### src/verilog/spi_slave_pkg.sv
package spi_slave_pkg;

  // command field length, shifted in msb first
  localparam int ctrl_width = 8;

  // register address length
  localparam int addr_width = 8;

  // frame state machine
  // ctrl and addr are the header, write and read the burst body
  typedef enum logic [2:0] {
    st_ctrl,
    st_addr,
    st_write,
    st_read,
    st_stop
  } spi_state_t;

  // opcodes seen in the command field
  // anything else is unknown and drops the frame
  typedef enum logic [ctrl_width-1:0] {
    cmd_write = 8'h3a,
    cmd_read  = 8'h3b
  } spi_cmd_t;

endpackage

### src/verilog/spi_frame_if.sv
interface spi_frame_if
  import spi_slave_pkg::*;
#(
  parameter int DATA_WIDTH = 24
) ();

  // events, one clock wide
  logic                          frame_end;
  logic                          word_done;
  logic                          tx_fetch;

  // received word, valid with word_done
  logic [DATA_WIDTH-1:0]         word;

  // header fields, valid while frame_end is high
  spi_cmd_t                      cmd;
  logic [addr_width-1:0]         addr;

  // read burst state for the miso mux
  logic                          reading;
  // 0 is the msb of the word in flight
  logic [$clog2(DATA_WIDTH)-1:0] bit_index;

  modport ctrl_side (
    output frame_end, word_done, tx_fetch, word, cmd, addr, reading, bit_index
  );

  modport host_side (
    input frame_end, word_done, tx_fetch, word, cmd, addr, reading, bit_index
  );

endinterface

### src/verilog/spi_pin_sync.sv
module spi_pin_sync #(
  parameter bit CPOL     = 1'b0,
  parameter bit CPHA     = 1'b0,
  parameter bit CE_LEVEL = 1'b0
) (
  input  logic clock,
  input  logic reset,
  input  logic sclk,
  input  logic ce,
  input  logic mosi,
  output logic sample,
  output logic ce_active,
  output logic mosi_bit
);

  // modes 0 and 3 sample on the rising edge, 1 and 2 on the falling one
  localparam bit sample_rise = !(CPOL ^ CPHA);

  logic sclk_meta;
  logic sclk_sync;
  logic sclk_last;
  logic ce_q;

  // two flops for sclk, a third one only for edge detection
  // idle level on reset so no false edge comes out of reset
  always_ff @(posedge clock or posedge reset) begin
    if (reset) begin
      sclk_meta <= CPOL;
      sclk_sync <= CPOL;
      sclk_last <= CPOL;
      ce_q      <= !CE_LEVEL;
      mosi_bit  <= 1'b0;
    end else begin
      sclk_meta <= sclk;
      sclk_sync <= sclk_meta;
      sclk_last <= sclk_sync;
      // ce and mosi are stable long before the sample edge shows up
      ce_q      <= ce;
      mosi_bit  <= mosi;
    end
  end

  // single pulse per sample edge
  assign sample = sample_rise ? (sclk_sync & ~sclk_last) : (~sclk_sync & sclk_last);

  assign ce_active = (ce_q == CE_LEVEL);

endmodule

### src/verilog/spi_frame_ctrl.sv
module spi_frame_ctrl
  import spi_slave_pkg::*;
#(
  parameter int DATA_WIDTH = 24,
  parameter int LEN_WIDTH  = 32
) (
  input  logic                 clock,
  input  logic                 reset,
  input  logic                 sample,
  input  logic                 ce_active,
  input  logic                 mosi_bit,
  input  logic [LEN_WIDTH-1:0] burst_len,
  spi_frame_if.ctrl_side       frame
);

  // one bit counter for every field, sized for the data word
  localparam int idx_width = $clog2(DATA_WIDTH);

  spi_state_t              state;
  spi_state_t              state_next;
  logic [idx_width-1:0]    bit_cnt;
  logic [LEN_WIDTH-1:0]    word_cnt;
  logic [ctrl_width-1:0]   cmd_sr;
  logic [addr_width-1:0]   addr_sr;
  logic [DATA_WIDTH-1:0]   data_sr;
  spi_cmd_t                cmd_seen;

  logic in_data;
  logic ctrl_last;
  logic addr_last;
  logic word_last;
  logic burst_last;
  logic field_last;

  assign cmd_seen = spi_cmd_t'(cmd_sr);

  // last bit of each field
  assign in_data    = (state == st_write) || (state == st_read);
  assign ctrl_last  = (state == st_ctrl) && (bit_cnt == idx_width'(ctrl_width - 1));
  assign addr_last  = (state == st_addr) && (bit_cnt == idx_width'(addr_width - 1));
  assign word_last  = in_data && (bit_cnt == idx_width'(DATA_WIDTH - 1));
  assign burst_last = (word_cnt == burst_len - 1'b1);
  assign field_last = ctrl_last || addr_last || word_last;

  // next state, moves only on a sample pulse except out of st_stop
  always_comb begin
    state_next = state;
    if (!ce_active) begin
      // ce dropped, frame is gone
      state_next = st_ctrl;
    end else begin
      case (state)
        st_ctrl: begin
          if (sample && ctrl_last) state_next = st_addr;
        end
        st_addr: begin
          if (sample && addr_last) begin
            case (cmd_seen)
              cmd_write: state_next = st_write;
              cmd_read:  state_next = st_read;
              // unknown opcode, wait for a new command
              default:   state_next = st_ctrl;
            endcase
          end
        end
        st_write, st_read: begin
          if (sample && word_last && burst_last) state_next = st_stop;
        end
        default: state_next = st_ctrl;
      endcase
    end
  end

  always_ff @(posedge clock or posedge reset) begin
    if (reset) begin
      state <= st_ctrl;
    end else begin
      state <= state_next;
    end
  end

  // bit position in the field, word position in the burst
  always_ff @(posedge clock or posedge reset) begin
    if (reset) begin
      bit_cnt  <= '0;
      word_cnt <= '0;
    end else if (!ce_active || state == st_stop) begin
      bit_cnt  <= '0;
      word_cnt <= '0;
    end else if (sample) begin
      if (field_last) begin
        bit_cnt <= '0;
      end else begin
        bit_cnt <= bit_cnt + 1'b1;
      end
      if (word_last) begin
        word_cnt <= word_cnt + 1'b1;
      end
    end
  end

  // mosi shifters, msb first
  always_ff @(posedge clock or posedge reset) begin
    if (reset) begin
      cmd_sr  <= '0;
      addr_sr <= '0;
      data_sr <= '0;
    end else if (!ce_active) begin
      cmd_sr  <= '0;
      addr_sr <= '0;
      data_sr <= '0;
    end else if (sample) begin
      case (state)
        st_ctrl:  cmd_sr  <= {cmd_sr[ctrl_width-2:0], mosi_bit};
        st_addr:  addr_sr <= {addr_sr[addr_width-2:0], mosi_bit};
        st_write: data_sr <= {data_sr[DATA_WIDTH-2:0], mosi_bit};
        default:  data_sr <= data_sr;
      endcase
    end
  end

  // write word is complete on its last sample, bit taken straight from mosi
  assign frame.word_done = sample && ce_active && (state == st_write) && word_last;
  assign frame.word      = {data_sr[DATA_WIDTH-2:0], mosi_bit};

  // first read word is asked for at the end of the header,
  // the rest at the end of each word but the last
  assign frame.tx_fetch = sample && ce_active &&
                          ((addr_last && cmd_seen == cmd_read) ||
                           ((state == st_read) && word_last && !burst_last));

  assign frame.frame_end = (state == st_stop);
  assign frame.cmd       = cmd_seen;
  assign frame.addr      = addr_sr;
  assign frame.reading   = (state == st_read) && ce_active;
  assign frame.bit_index = bit_cnt;

endmodule

### src/verilog/spi_host_port.sv
module spi_host_port
  import spi_slave_pkg::*;
#(
  parameter int DATA_WIDTH = 24
) (
  input  logic                  clock,
  input  logic                  reset,
  input  logic [DATA_WIDTH-1:0] tx_data,
  spi_frame_if.host_side        frame,
  output spi_cmd_t              ctrl,
  output logic [addr_width-1:0] address,
  output logic                  tx_en,
  output logic                  rx_en,
  output logic [DATA_WIDTH-1:0] rx_data,
  output logic                  spi_done,
  output logic                  miso
);

  // receive side
  // word is held until the next one completes
  always_ff @(posedge clock or posedge reset) begin
    if (reset) begin
      rx_en   <= 1'b0;
      rx_data <= '0;
    end else begin
      rx_en <= frame.word_done;
      if (frame.word_done) begin
        rx_data <= frame.word;
      end
    end
  end

  // header fields only move on a completed frame
  // aborted or unknown frames leave them alone
  always_ff @(posedge clock or posedge reset) begin
    if (reset) begin
      spi_done <= 1'b0;
      ctrl     <= spi_cmd_t'('0);
      address  <= '0;
    end else begin
      spi_done <= frame.frame_end;
      if (frame.frame_end) begin
        ctrl    <= frame.cmd;
        address <= frame.addr;
      end
    end
  end

  // host has until the next toggle edge to update tx_data
  assign tx_en = frame.tx_fetch;

  // msb first out of the word the host is holding
  assign miso = frame.reading ? tx_data[DATA_WIDTH - 1 - frame.bit_index] : 1'b0;

endmodule

### src/verilog/spi_slave.sv
module spi_slave
  import spi_slave_pkg::*;
#(
  parameter int DATA_WIDTH = 24,
  parameter int LEN_WIDTH  = 32,
  parameter bit CPOL       = 1'b0,
  parameter bit CPHA       = 1'b0,
  parameter bit CE_LEVEL   = 1'b0
) (
  input  logic                  clock,
  input  logic                  reset,
  input  logic [LEN_WIDTH-1:0]  burst_len,
  input  logic [DATA_WIDTH-1:0] tx_data,
  input  logic                  sclk,
  input  logic                  ce,
  input  logic                  mosi,
  output spi_cmd_t              ctrl,
  output logic [addr_width-1:0] address,
  output logic                  tx_en,
  output logic                  rx_en,
  output logic [DATA_WIDTH-1:0] rx_data,
  output logic                  spi_done,
  output logic                  miso
);

  logic sample;
  logic ce_active;
  logic mosi_bit;

  // frame events from the state machine to the host registers
  spi_frame_if #(.DATA_WIDTH(DATA_WIDTH)) frame_i ();

  // pins into the clock domain
  spi_pin_sync #(
    .CPOL     (CPOL),
    .CPHA     (CPHA),
    .CE_LEVEL (CE_LEVEL)
  ) pin_sync_i (
    .clock     (clock),
    .reset     (reset),
    .sclk      (sclk),
    .ce        (ce),
    .mosi      (mosi),
    .sample    (sample),
    .ce_active (ce_active),
    .mosi_bit  (mosi_bit)
  );

  spi_frame_ctrl #(
    .DATA_WIDTH (DATA_WIDTH),
    .LEN_WIDTH  (LEN_WIDTH)
  ) frame_ctrl_i (
    .clock     (clock),
    .reset     (reset),
    .sample    (sample),
    .ce_active (ce_active),
    .mosi_bit  (mosi_bit),
    .burst_len (burst_len),
    .frame     (frame_i.ctrl_side)
  );

  spi_host_port #(
    .DATA_WIDTH (DATA_WIDTH)
  ) host_port_i (
    .clock    (clock),
    .reset    (reset),
    .tx_data  (tx_data),
    .frame    (frame_i.host_side),
    .ctrl     (ctrl),
    .address  (address),
    .tx_en    (tx_en),
    .rx_en    (rx_en),
    .rx_data  (rx_data),
    .spi_done (spi_done),
    .miso     (miso)
  );

endmodule

### config.mk
export PLATFORM = sky130hd
export DESIGN_NAME = spi_slave
export DESIGN_NICKNAME = d
export VERILOG_FILES = /design/src/verilog/spi_slave_pkg.sv /design/src/verilog/spi_frame_if.sv /design/src/verilog/spi_pin_sync.sv /design/src/verilog/spi_frame_ctrl.sv /design/src/verilog/spi_host_port.sv /design/src/verilog/spi_slave.sv
export SDC_FILE = /design/constraint.sdc
export NUM_CORES = 1
export LEC_CHECK = 0
export BUFFER_PORTS_ARGS = -buffer_cell sky130_fd_sc_hd__buf_2
export CAP_MARGIN = 20
export CELL_PAD_IN_SITES_DETAIL_PLACEMENT = 1
export CELL_PAD_IN_SITES_GLOBAL_PLACEMENT = 2
export CORE_MARGIN = 10
export CORE_UTILIZATION = 33
export CTS_BUF_LIST = sky130_fd_sc_hd__clkbuf_16
export DETAILED_ROUTE_END_ITERATION = 16
export PLACE_DENSITY_LB_ADDON = 0.05
export SYNTH_ARGS = -nofsm -noshare
export SYNTH_HDL_FRONTEND = slang
export SYNTH_SLANG_ARGS = --single-unit
### constraint.sdc
create_clock -name clock -period 4.4 [get_ports clock]
set_clock_uncertainty 0.2 [all_clocks]
set_input_delay 0.88 -clock clock [delete_from_list [all_inputs] [get_ports clock]]
set_output_delay 0.88 -clock clock [all_outputs]
set_load 0.02 [all_outputs]
-- Word level (Yosys, flattened, before mapping)
Index checks and enable logic that the tools add are counted.
- add/sub/neg operators: 4
- magnitude comparators: 1
- eq/ne operators: 12
- muxes and demuxes: 24
- bitwise logic cells: 3
- reduce and logical (&&, ||, !) cells: 34
- operator list (cell ; count):
    $mux W32 ; 3
    $mux W23 ; 3
    $mux W8 ; 6
    $add A32 B1 Y32 const B ; 1
    $eq A32 B32 Y1 ; 1
    $lt A32 B6 Y1 const B ; 1
    $sub A32 B1 Y32 const B ; 1
    $eq A8 B6 Y1 const B ; 2
    $logic_and A1 B1 Y1 ; 15
    $mux W5 ; 3
    $mux W3 ; 4
    $reduce_bool A2 Y1 ; 6
    $pmux W3 S3 ; 1
    $reduce_and A2 Y1 ; 4
    $eq A3 B2 Y1 const B ; 2
    $ne A3 B3 Y1 const B ; 2
    $sub A5 B5 Y6 const A ; 1
    $add A5 B1 Y5 const B ; 1
    $bmux W1 S5 ; 1
    $eq A5 B3 Y1 const B ; 1
    $eq A5 B5 Y1 const B ; 1
    $logic_or A1 B1 Y1 ; 5
    $pmux W2 S2 ; 1
    $eq A3 B1 Y1 const B ; 1
    9 further kinds ; 11
- flip-flop bits (word level): 126
- input port bits: 61
- output and inout bits: 44
- logic and storage cells: 94

-- Logic depth before layout (Yosys ltp)
Gate-level depths: netlist (run 1).
- depth after elaboration: 8
- depth in mapped cells: 10
- mapped depth without buffers: 9

-- Hierarchy
A second synthesis (run 1) with hierarchy kept.
- cell total of the unflattened synthesis: 650
- area total of the unflattened synthesis: 6755.2 um^2
- by module, submodules not included (module ; instances ; cells each ; area each (um^2) ; seq. area each (um^2)):
    spi_frame_ctrl ; 1 ; 529 ; 4815.9 ; 1976.9
    spi_host_port ; 1 ; 113 ; 1791.7 ; 1051.0
    spi_pin_sync ; 1 ; 8 ; 147.6 ; 126.4

-- Least setup slack after synthesis (run 1)
OpenSTA, ideal clock, no wires.
- kind: input -> output
- start: input burst_len[0]
- end: output tx_en
- arrival: 2.972 ns
- required time: 3.320 ns
- slack: 0.348 ns
- stages on the path: 10
- buffers on the path: 1
- cell sequence: inv_1 ha_1 buf_2 nor4b_4 nand4_4 or4_4 a22oi_2 o2111ai_1 nor4bb_1 o21ai_1
- cells in the longest elaborated chain, start to end: 6
- RTL lines (what ; RTL line ; text):
    start: declaration ; spi_slave.sv:12 ; input logic [LEN_WIDTH-1:0] burst_len,
    $sub A32 B1 Y32 ; spi_frame_ctrl.sv:42 ; assign burst_last = (word_cnt == burst_len - 1'b1);
    $eq A32 B32 Y1 ; spi_frame_ctrl.sv:42 ;
    $logic_not A1 Y1 ; spi_frame_ctrl.sv:130 ; ((state == st_read) && word_last && !burst_last));
    $logic_and A1 B1 Y1 ; spi_frame_ctrl.sv:130 ;
    $logic_or A1 B1 Y1 ; spi_frame_ctrl.sv:129 ; ((addr_last && cmd_seen == cmd_read) ||
    $logic_and A1 B1 Y1 ; spi_frame_ctrl.sv:128 ; assign frame.tx_fetch = sample && ce_active &&
    end: declaration ; spi_slave.sv:19 ; output logic tx_en,
Every way passes these cells.

-- Worst setup path in the final report (run 1)
- start: input burst_len[1]
- end: output tx_en
The elaborated chain is that of the path after synthesis.

==> flow_metrics.env, run 1 <==
export IMPL_place_area_mm2=0.00779
export IMPL_num_rows=52
export IMPL_leakage_nw=3.91
export IMPL_synth_fp_nets=720
export IMPL_clk_pin_slew_ns=0.06
export IMPL_finalHoldViolCount=0
export IMPL_crit_type="input port to primary output"
export IMPL_vias=5543
export IMPL_arrival_ns=3.24
export IMPL_fmax_ghz=0.232
export IMPL_hold_class="flop to flop"
export IMPL_overflow=0
export IMPL_cts_sinks=126
export IMPL_antenna_found_initial=0
export IMPL_synth_main_ff_cell="dfrtp_1"
export IMPL_drv_slew=0
export IMPL_ys_types=66
export IMPL_synth_area_leaders="dfrtp_1 (46%), mux2_2 (6.6%), xnor2_1 (4.5%)"
export IMPL_status="complete, no violations"
export IMPL_worstMarginPinSlew_ns=0.773
export IMPL_ctsRootBufferMaster="clkbuf_16"
export IMPL_syn_inst=655
export IMPL_fin_hold_ws_ns=0.150
export IMPL_grt_pass1_wl_um=32100
export IMPL_drt_iter0_drc=186
export IMPL_first_pass_iters=4
export IMPL_fp_dieW_um=164
export IMPL_post_route_cell_area_mm2=0.00865
export IMPL_clk_latency_ns=0.41
export IMPL_synth_most_common_cell="dfrtp_1"
export IMPL_slew_headroom_pct=48.3
export IMPL_hold_buffers=0
export IMPL_fin_setup_tns_ns=0
export IMPL_dieHeight_um=164
export IMPL_fill_cells=2263
export IMPL_nets=850
export IMPL_synth_edff_count=0
export IMPL_drive_gt1_share_pct=32.8
export IMPL_cts_htree_levels=4
export IMPL_async_reset_ff_share_pct=100
export IMPL_numCtsBuffers=17
export IMPL_initial_utilization_pct=33.6
export IMPL_cellPowerDensity_mw_per_mm2=319
export IMPL_min_period_ns=4.32
export IMPL_cts_tree="built"
export IMPL_crit_required_ns=3.32
export IMPL_ys_top_cells_by_count="dfrtp_1 (125), nor2_1 (61), nand2_1 (44), mux2_2 (40), xnor2_1 (35)"
export IMPL_gp_congestion=0.891
export IMPL_wl_um=19500
export IMPL_detail_route_antenna_nets=0
export IMPL_grt_max_degree=94
export IMPL_wl_per_cell_um=18.3
export IMPL_peakVddDrop_mv=0.193
export IMPL_drv_cap=0
export IMPL_ys_ff_latch=126
export IMPL_setup_viol=0
export IMPL_grt_usage_pct=14.8
export IMPL_routed_via_density=5.19
export IMPL_synth_warning_count=0
export IMPL_cp_start_kind="input port"
export IMPL_core_area_mm2=0.0202
export IMPL_post_route_period_util_pct=98.2
export IMPL_synth_top_area_share_pct=46.0
export IMPL_yosysSeqAreaShare_pct=46.4
export IMPL_grt_pass1_vias=6105
export IMPL_antenna_cells=0
export IMPL_fp_dieArea_mm2=0.0268
export IMPL_synth_area_mm2=0.00681
export IMPL_critPathMaxFanout=2
export IMPL_dp_hpwl_um=14500
export IMPL_ios=105
export IMPL_clockBufferDepth=2
export IMPL_syn_avg_cell_area_um2=10.4
export IMPL_cp_end_kind="primary output"
export IMPL_drcViolationCount=0
export IMPL_power_mw=2.76
export IMPL_portBuffers=104
export IMPL_areaGrowthSynthToFinish_pct=27.2
export IMPL_post_route_util_pct=42.8
export IMPL_synth_area_leader_cell="dfrtp_1"
## routing by layer
metal	part of all wire, %	vias up	global-route usage [%]
met3	3.8	19	3.60
li1	-	2663	-
met2	49	82	24.5
met5	0	-	0
met1	46	2779	18.9
met4	1.2	0	4.43
## cell type report
| class | instances | area, um^2 | share of cell area, % |
|---|---|---|---|
| Sequential cell | 126 | 3150 | 36.5 |
| Multi-Input combinational cell | 489 | 3710 | 42.9 |
| Clock buffer | 17 | 425 | 4.92 |
| Clock inverter | 15 | 160 | 1.85 |
| Timing Repair Buffer | 141 | 821 | 9.49 |
| Inverter | 10 | 41.3 | 0.477 |
| Tap cell | 270 | 338 | 3.90 |
## report_power, final
group	switching [mW]	total, mW	leakage (nW)	internal (mW)
Clock	0.544	1.38	0.282	0.841
Combinational	0.122	0.200	1.88	0.0785
Sequential	0.00986	1.17	1.75	1.16
Total	0.675	2.76	3.91	2.08
## cell usage in the layout, fill, tap and decap left out, drive strengths merged, types with 8 or more instances in the layout
| cell | netlist | layout |
|---|---|---|
| xnor2 | 35 | 35 |
| o21ai | 18 | 18 |
| and3 | 12 | 12 |
| nand4 | 14 | 14 |
| a21oi | 29 | 29 |
| mux2 | 40 | 40 |
| nor3 | 22 | 22 |
| inv | 10 | 14 |
| clkbuf | 20 | 17 |
| buf | 10 | 141 |
| nand3 | 34 | 34 |
| nand2b | 8 | 8 |
| nor4 | 16 | 16 |
| or3 | 12 | 12 |
| xor2 | 33 | 33 |
| nand2 | 44 | 44 |
| nor2 | 61 | 61 |
| a22o | 23 | 23 |
| dfrtp | 125 | 125 |
| mux2i | 10 | 10 |
## kinds of logic after synthesis
logic type	after synthesis	synth area share (%)
and+or+nand+nor	256	20.8
DFF	126	46.4
AOI/OAI and AO/OA	104	10.6
xor gates and xnor gates	68	8.75
muxes	57	10.4
buffers and inverters	40	2.35
adders and majority gates	4	0.735
## final timing paths
path	depth (start not counted)	slack, ns	end	start
max	12	0.08	tx_en	burst_len[1]
min	0	0.15	pin_sync_i.sclk_sync	pin_sync_i.sclk_meta
max reg2reg	9	1.60	frame_ctrl_i.state[1]	frame_ctrl_i.word_cnt[2]
min reg2reg	0	0.15	pin_sync_i.sclk_sync	pin_sync_i.sclk_meta
max in group asynchronous	3	2.69	frame_ctrl_i.word_cnt[9]	reset
min in group asynchronous	2	0.39	host_port_i.rx_data[0]	reset
## repair_timing
item                       4_1_cts  5_1_grt
pin swaps                        7       10
hold endpoints to repair         0        0
setup buffers                    3        4
resized for setup               11       24
cloned                           0        0
setup endpoints to repair        1        1
## stage by stage
step | instances | setup WS, ns
floorplan | 655 | 0.348
global placement | 1028 | -0.115
detailed placement | 1028 | -0.179
CTS | 1063 | 0.00647
global route | 1068 | -0.0229
finish | 1068 | 0.0811
## critical path, stage by stage
cell and delay, ns:
buf_2 0.09, inv_1 0.05, ha_4 0.27, xor2_2 0.15, nand2_1 0.06, or4_4 0.55
nor4_4 0.28, o2111ai_2 0.21, nor4bb_4 0.29, buf_4 0.17, o21ai_1 0.08, buf_4 0.17
## registers in the layout, indices dropped and copies added (netlist names)
name                          flops
host_port_i.rx_en                 1
pin_sync_i.sclk_meta              1
frame_ctrl_i.state                3
frame_ctrl_i.frame.bit_index      5
frame_ctrl_i.data_sr             23
frame_ctrl_i.word_cnt            32
pin_sync_i.mosi_bit               1
frame_ctrl_i.frame.cmd            8
frame_ctrl_i.frame.addr           8
host_port_i.ctrl                  8
host_port_i.address               8
pin_sync_i.sclk_last              1
pin_sync_i.ce_q                   1
host_port_i.rx_data              24
pin_sync_i.sclk_sync              1
host_port_i.spi_done              1
(Power assumes the default switching activity.)
==> inputs of run 2 (changes only) <==
--- a/config.mk
+++ b/config.mk
@@ -12,8 +12,10 @@
 export CORE_MARGIN = 10
 export CORE_UTILIZATION = 33
 export CTS_BUF_LIST = sky130_fd_sc_hd__clkbuf_16
+export CTS_CLUSTER_DIAMETER = 120
 export DETAILED_ROUTE_END_ITERATION = 16
 export PLACE_DENSITY_LB_ADDON = 0.05
 export SYNTH_ARGS = -nofsm -noshare
 export SYNTH_HDL_FRONTEND = slang
+export SYNTH_HIERARCHICAL = 1
 export SYNTH_SLANG_ARGS = --single-unit
==> run 2 against run 1 <==
The run now ends with negative setup slack left. Sequential share of layout area grew 0.29 points. Fmax shrank 7.5%. Non-clock buffer count grew 17. Global-route usage shrank 0.14 points. Worst hold slack gained 0.0059 ns. Synthesized area shrank 0.74%. Worst setup slack lost 0.35 ns. Total power grew 1.3%. Register-to-register slack lost 0.26 ns. Sequential power is essentially flat. Cell count grew 0.84%. Core utilization shrank 0.20 points. Largest power group unchanged.
==> flow_metrics.env, run 2 <==
export IMPL_drive_gt1_share_pct=32.0
export IMPL_synthMuxAreaShare_pct=10.3
export IMPL_synth_top_family_by_area="simple AND/OR/NAND/NOR gates"
export IMPL_leakage_nw=3.81
export IMPL_synth_top_area_share_pct=46.3
export IMPL_portBuffers=104
export IMPL_hold_class="flop to flop"
export IMPL_status="finished, violations left"
export IMPL_ctsRootBufferMaster="clkbuf_16"
export IMPL_setup_viol=1
export IMPL_wl_um=18700
export IMPL_violations="negative setup slack"
export IMPL_synth_most_common_cell="dfrtp_1"
export IMPL_ys_ff_latch=126
export IMPL_ys_top_cells_by_count="dfrtp_1 (125), nor2_1 (51), xnor2_1 (45), mux2_2 (42), nand2_1 (42)"
export IMPL_slew_headroom_pct=39.5
export IMPL_grt_usage_pct=14.7
export IMPL_synth_main_ff_cell="dfrtp_1"
export IMPL_peakVddDrop_mv=0.224
export IMPL_cp_start_kind="input port"
export IMPL_setup_ws_ns=-0.271
export IMPL_nets=858
export IMPL_synth_area_leader_cell="dfrtp_1"
export IMPL_areaGrowthSynthToFinish_pct=27.1
export IMPL_fin_setup_tns_ns=-0.271
export IMPL_cp_end_kind="primary output"
export IMPL_first_pass_iters=6
export IMPL_min_period_ns=4.67
export IMPL_routed_via_density=5.06
export IMPL_antenna_found_initial=0
export IMPL_synthAdderAreaFrac_pct=0.556
export IMPL_antenna_cells=0
export IMPL_grt_pass1_vias=6111
export IMPL_cellPowerDensity_mw_per_mm2=326
export IMPL_numCtsBuffers=17
export IMPL_fp_dieArea_mm2=0.0266
export IMPL_wl_met2_um=9560
export IMPL_synth_simple_gate_area_share_pct=20.0
export IMPL_synth_edff_count=0
export IMPL_rsz0062_at_grt="yes"
export IMPL_synth_warning_count=6
export IMPL_synth_fp_nets=714
export IMPL_ios=105
export IMPL_synth_compound_area_share_pct=10.1
export IMPL_gp_congestion=0.776
export IMPL_dp_hpwl_um=14200
export IMPL_place_inst=1042
export IMPL_initial_utilization_pct=33.5
export IMPL_highest_layer="met4"
export IMPL_overflow=0
export IMPL_core_area_mm2=0.0202
export IMPL_largestRegisters="frame_ctrl_i/word_cnt: 32 flops, host_port_i/rx_data: 24 flops, frame_ctrl_i/data_sr: 23 flops"
export IMPL_syn_inst=650
export IMPL_yosysSeqAreaShare_pct=46.7
export IMPL_async_reset_ff_share_pct=100
export IMPL_crit_type="input port to primary output"
export IMPL_critPathMaxFanout=5
export IMPL_cts_htree_levels=4
export IMPL_fin_cells=1077
export IMPL_num_rows=52
export IMPL_drcViolationCount=0
export IMPL_yosys_area_share_xor_xnor_pct=8.95
export IMPL_fin_hold_ws_ns=0.156
export IMPL_arrival_ns=3.59
export IMPL_synth_area_leaders="dfrtp_1 (46%), mux2_2 (7.0%), xnor2_1 (5.8%)"
export IMPL_clk_pin_slew_ns=0.06
export IMPL_power_mw=2.79
export IMPL_detail_route_antenna_nets=0
export IMPL_syn_avg_cell_area_um2=10.4
export IMPL_clk_latency_ns=0.42
export IMPL_crit_required_ns=3.32
export IMPL_largest_register="frame_ctrl_i/word_cnt"
export IMPL_layout_commonest_cell="dfrtp_1"
export IMPL_drt_iter0_drc=225
export IMPL_ys_types=61
export IMPL_grt_max_degree=35
export IMPL_fmax_ghz=0.214
export IMPL_post_route_util_pct=42.6
export IMPL_dr_wl_met3_um=682
export IMPL_drv_slew=0
export IMPL_hold_buffers=0
export IMPL_layout_common_cells="dfrtp_1 (125), buf_2 (101), buf_4 (54), nor2_1 (51), xnor2_1 (45)"
export IMPL_cts_sinks=126
export IMPL_post_route_period_util_pct=106
export IMPL_drv_cap=0
export IMPL_largest_reg_flops=32
export IMPL_synth_area_mm2=0.00676
export IMPL_fp_dieW_um=163
export IMPL_vias=5446
export IMPL_clockBufferDepth=2
export IMPL_wl_met1_um=8140
export IMPL_finalHoldViolCount=0
export IMPL_grt_pass1_wl_um=31700
export IMPL_wl_per_cell_um=17.3
export IMPL_worstMarginPinSlew_ns=0.904
export IMPL_dieHeight_um=163
export IMPL_cts_tree="built"
==> run 2: worst paths after layout <==
path / start / endpoint / slack (ns) / depth (start not counted)
worst max-delay path: burst_len[1] / tx_en / -0.27 / 14
worst min-delay path: pin_sync_i/sclk_meta / pin_sync_i/sclk_sync / 0.16 / 0
worst max register to register: frame_ctrl_i/frame.bit_index[0] / frame_ctrl_i/word_cnt[27] / 1.34 / 10
worst min register to register: pin_sync_i/sclk_meta / pin_sync_i/sclk_sync / 0.16 / 0
max in group asynchronous: reset / frame_ctrl_i/data_sr[17] / 2.82 / 4
min in group asynchronous: reset / pin_sync_i/sclk_last / 0.18 / 2
==> run 2: cell type report <==
class                           instances  area (um^2)
Timing Repair Buffer                  158          957
Clock buffer                           17          425
Clock inverter                         15          175
Sequential cell                       126         3150
Multi-Input combinational cell        470         3450
Fill cell                            2286        11600
Inverter                               21         82.6
Tap cell                              270          338
==> run 2: repair_timing <==
item	in CTS	in global routing
pin swaps	7	1
setup buffers	3	0
gates resized for setup	15	3
setup endpoints to repair	1	1
==> run 2: worst max-delay path, cell delays in order <==
cell and delay [ns]:
buf_8 0.10, inv_4 0.05, ha_4 0.12, or3b_4 0.37
buf_4 0.16, or4_1 0.47, o31ai_1 0.23, nand3b_1 0.13
nor4_2 0.31, buf_4 0.18, o2111ai_4 0.14, o211ai_1 0.21
a21oi_1 0.09, buf_4 0.17
==> run 2: layer usage <==
metal / GRT usage, % / vias to the layer above
li1: - / 2627
met1: 17.6 / 2729
met2: 25.3 / 73
met3: 3.47 / 17
met5: 0 / -
met4: 5.16 / 0
==> run 2: cell families (layout without fill, tap and decap cells) <==
logic type / after synthesis / in the layout
AND/OR/NAND/NOR: 247 / 247
flip-flops: 126 / 126
AO/OA/AOI/OAI: 93 / 93
XOR/XNOR: 69 / 69
multiplexers: 58 / 58
buffers and inverters: 54 / 211
adder cells (fa/ha/maj): 3 / 3
==> run 2: where the power goes <==
part / internal, mW / switching (mW) / total [mW]
sequential: 1.16 / 0.00948 / 1.17
clock: 0.854 / 0.569 / 1.42
combinational: 0.0856 / 0.112 / 0.198
total: 2.10 / 0.691 / 2.79
==> run 2: stage by stage <==
step | area [um^2] | worst slack, ns
after floorplan | 6760 | 0.00841
after global placement | 7850 | -0.580
after detailed placement | 7870 | -0.596
after CTS | 8570 | -0.331
after global routing | 8580 | -0.454
final | 8580 | -0.271
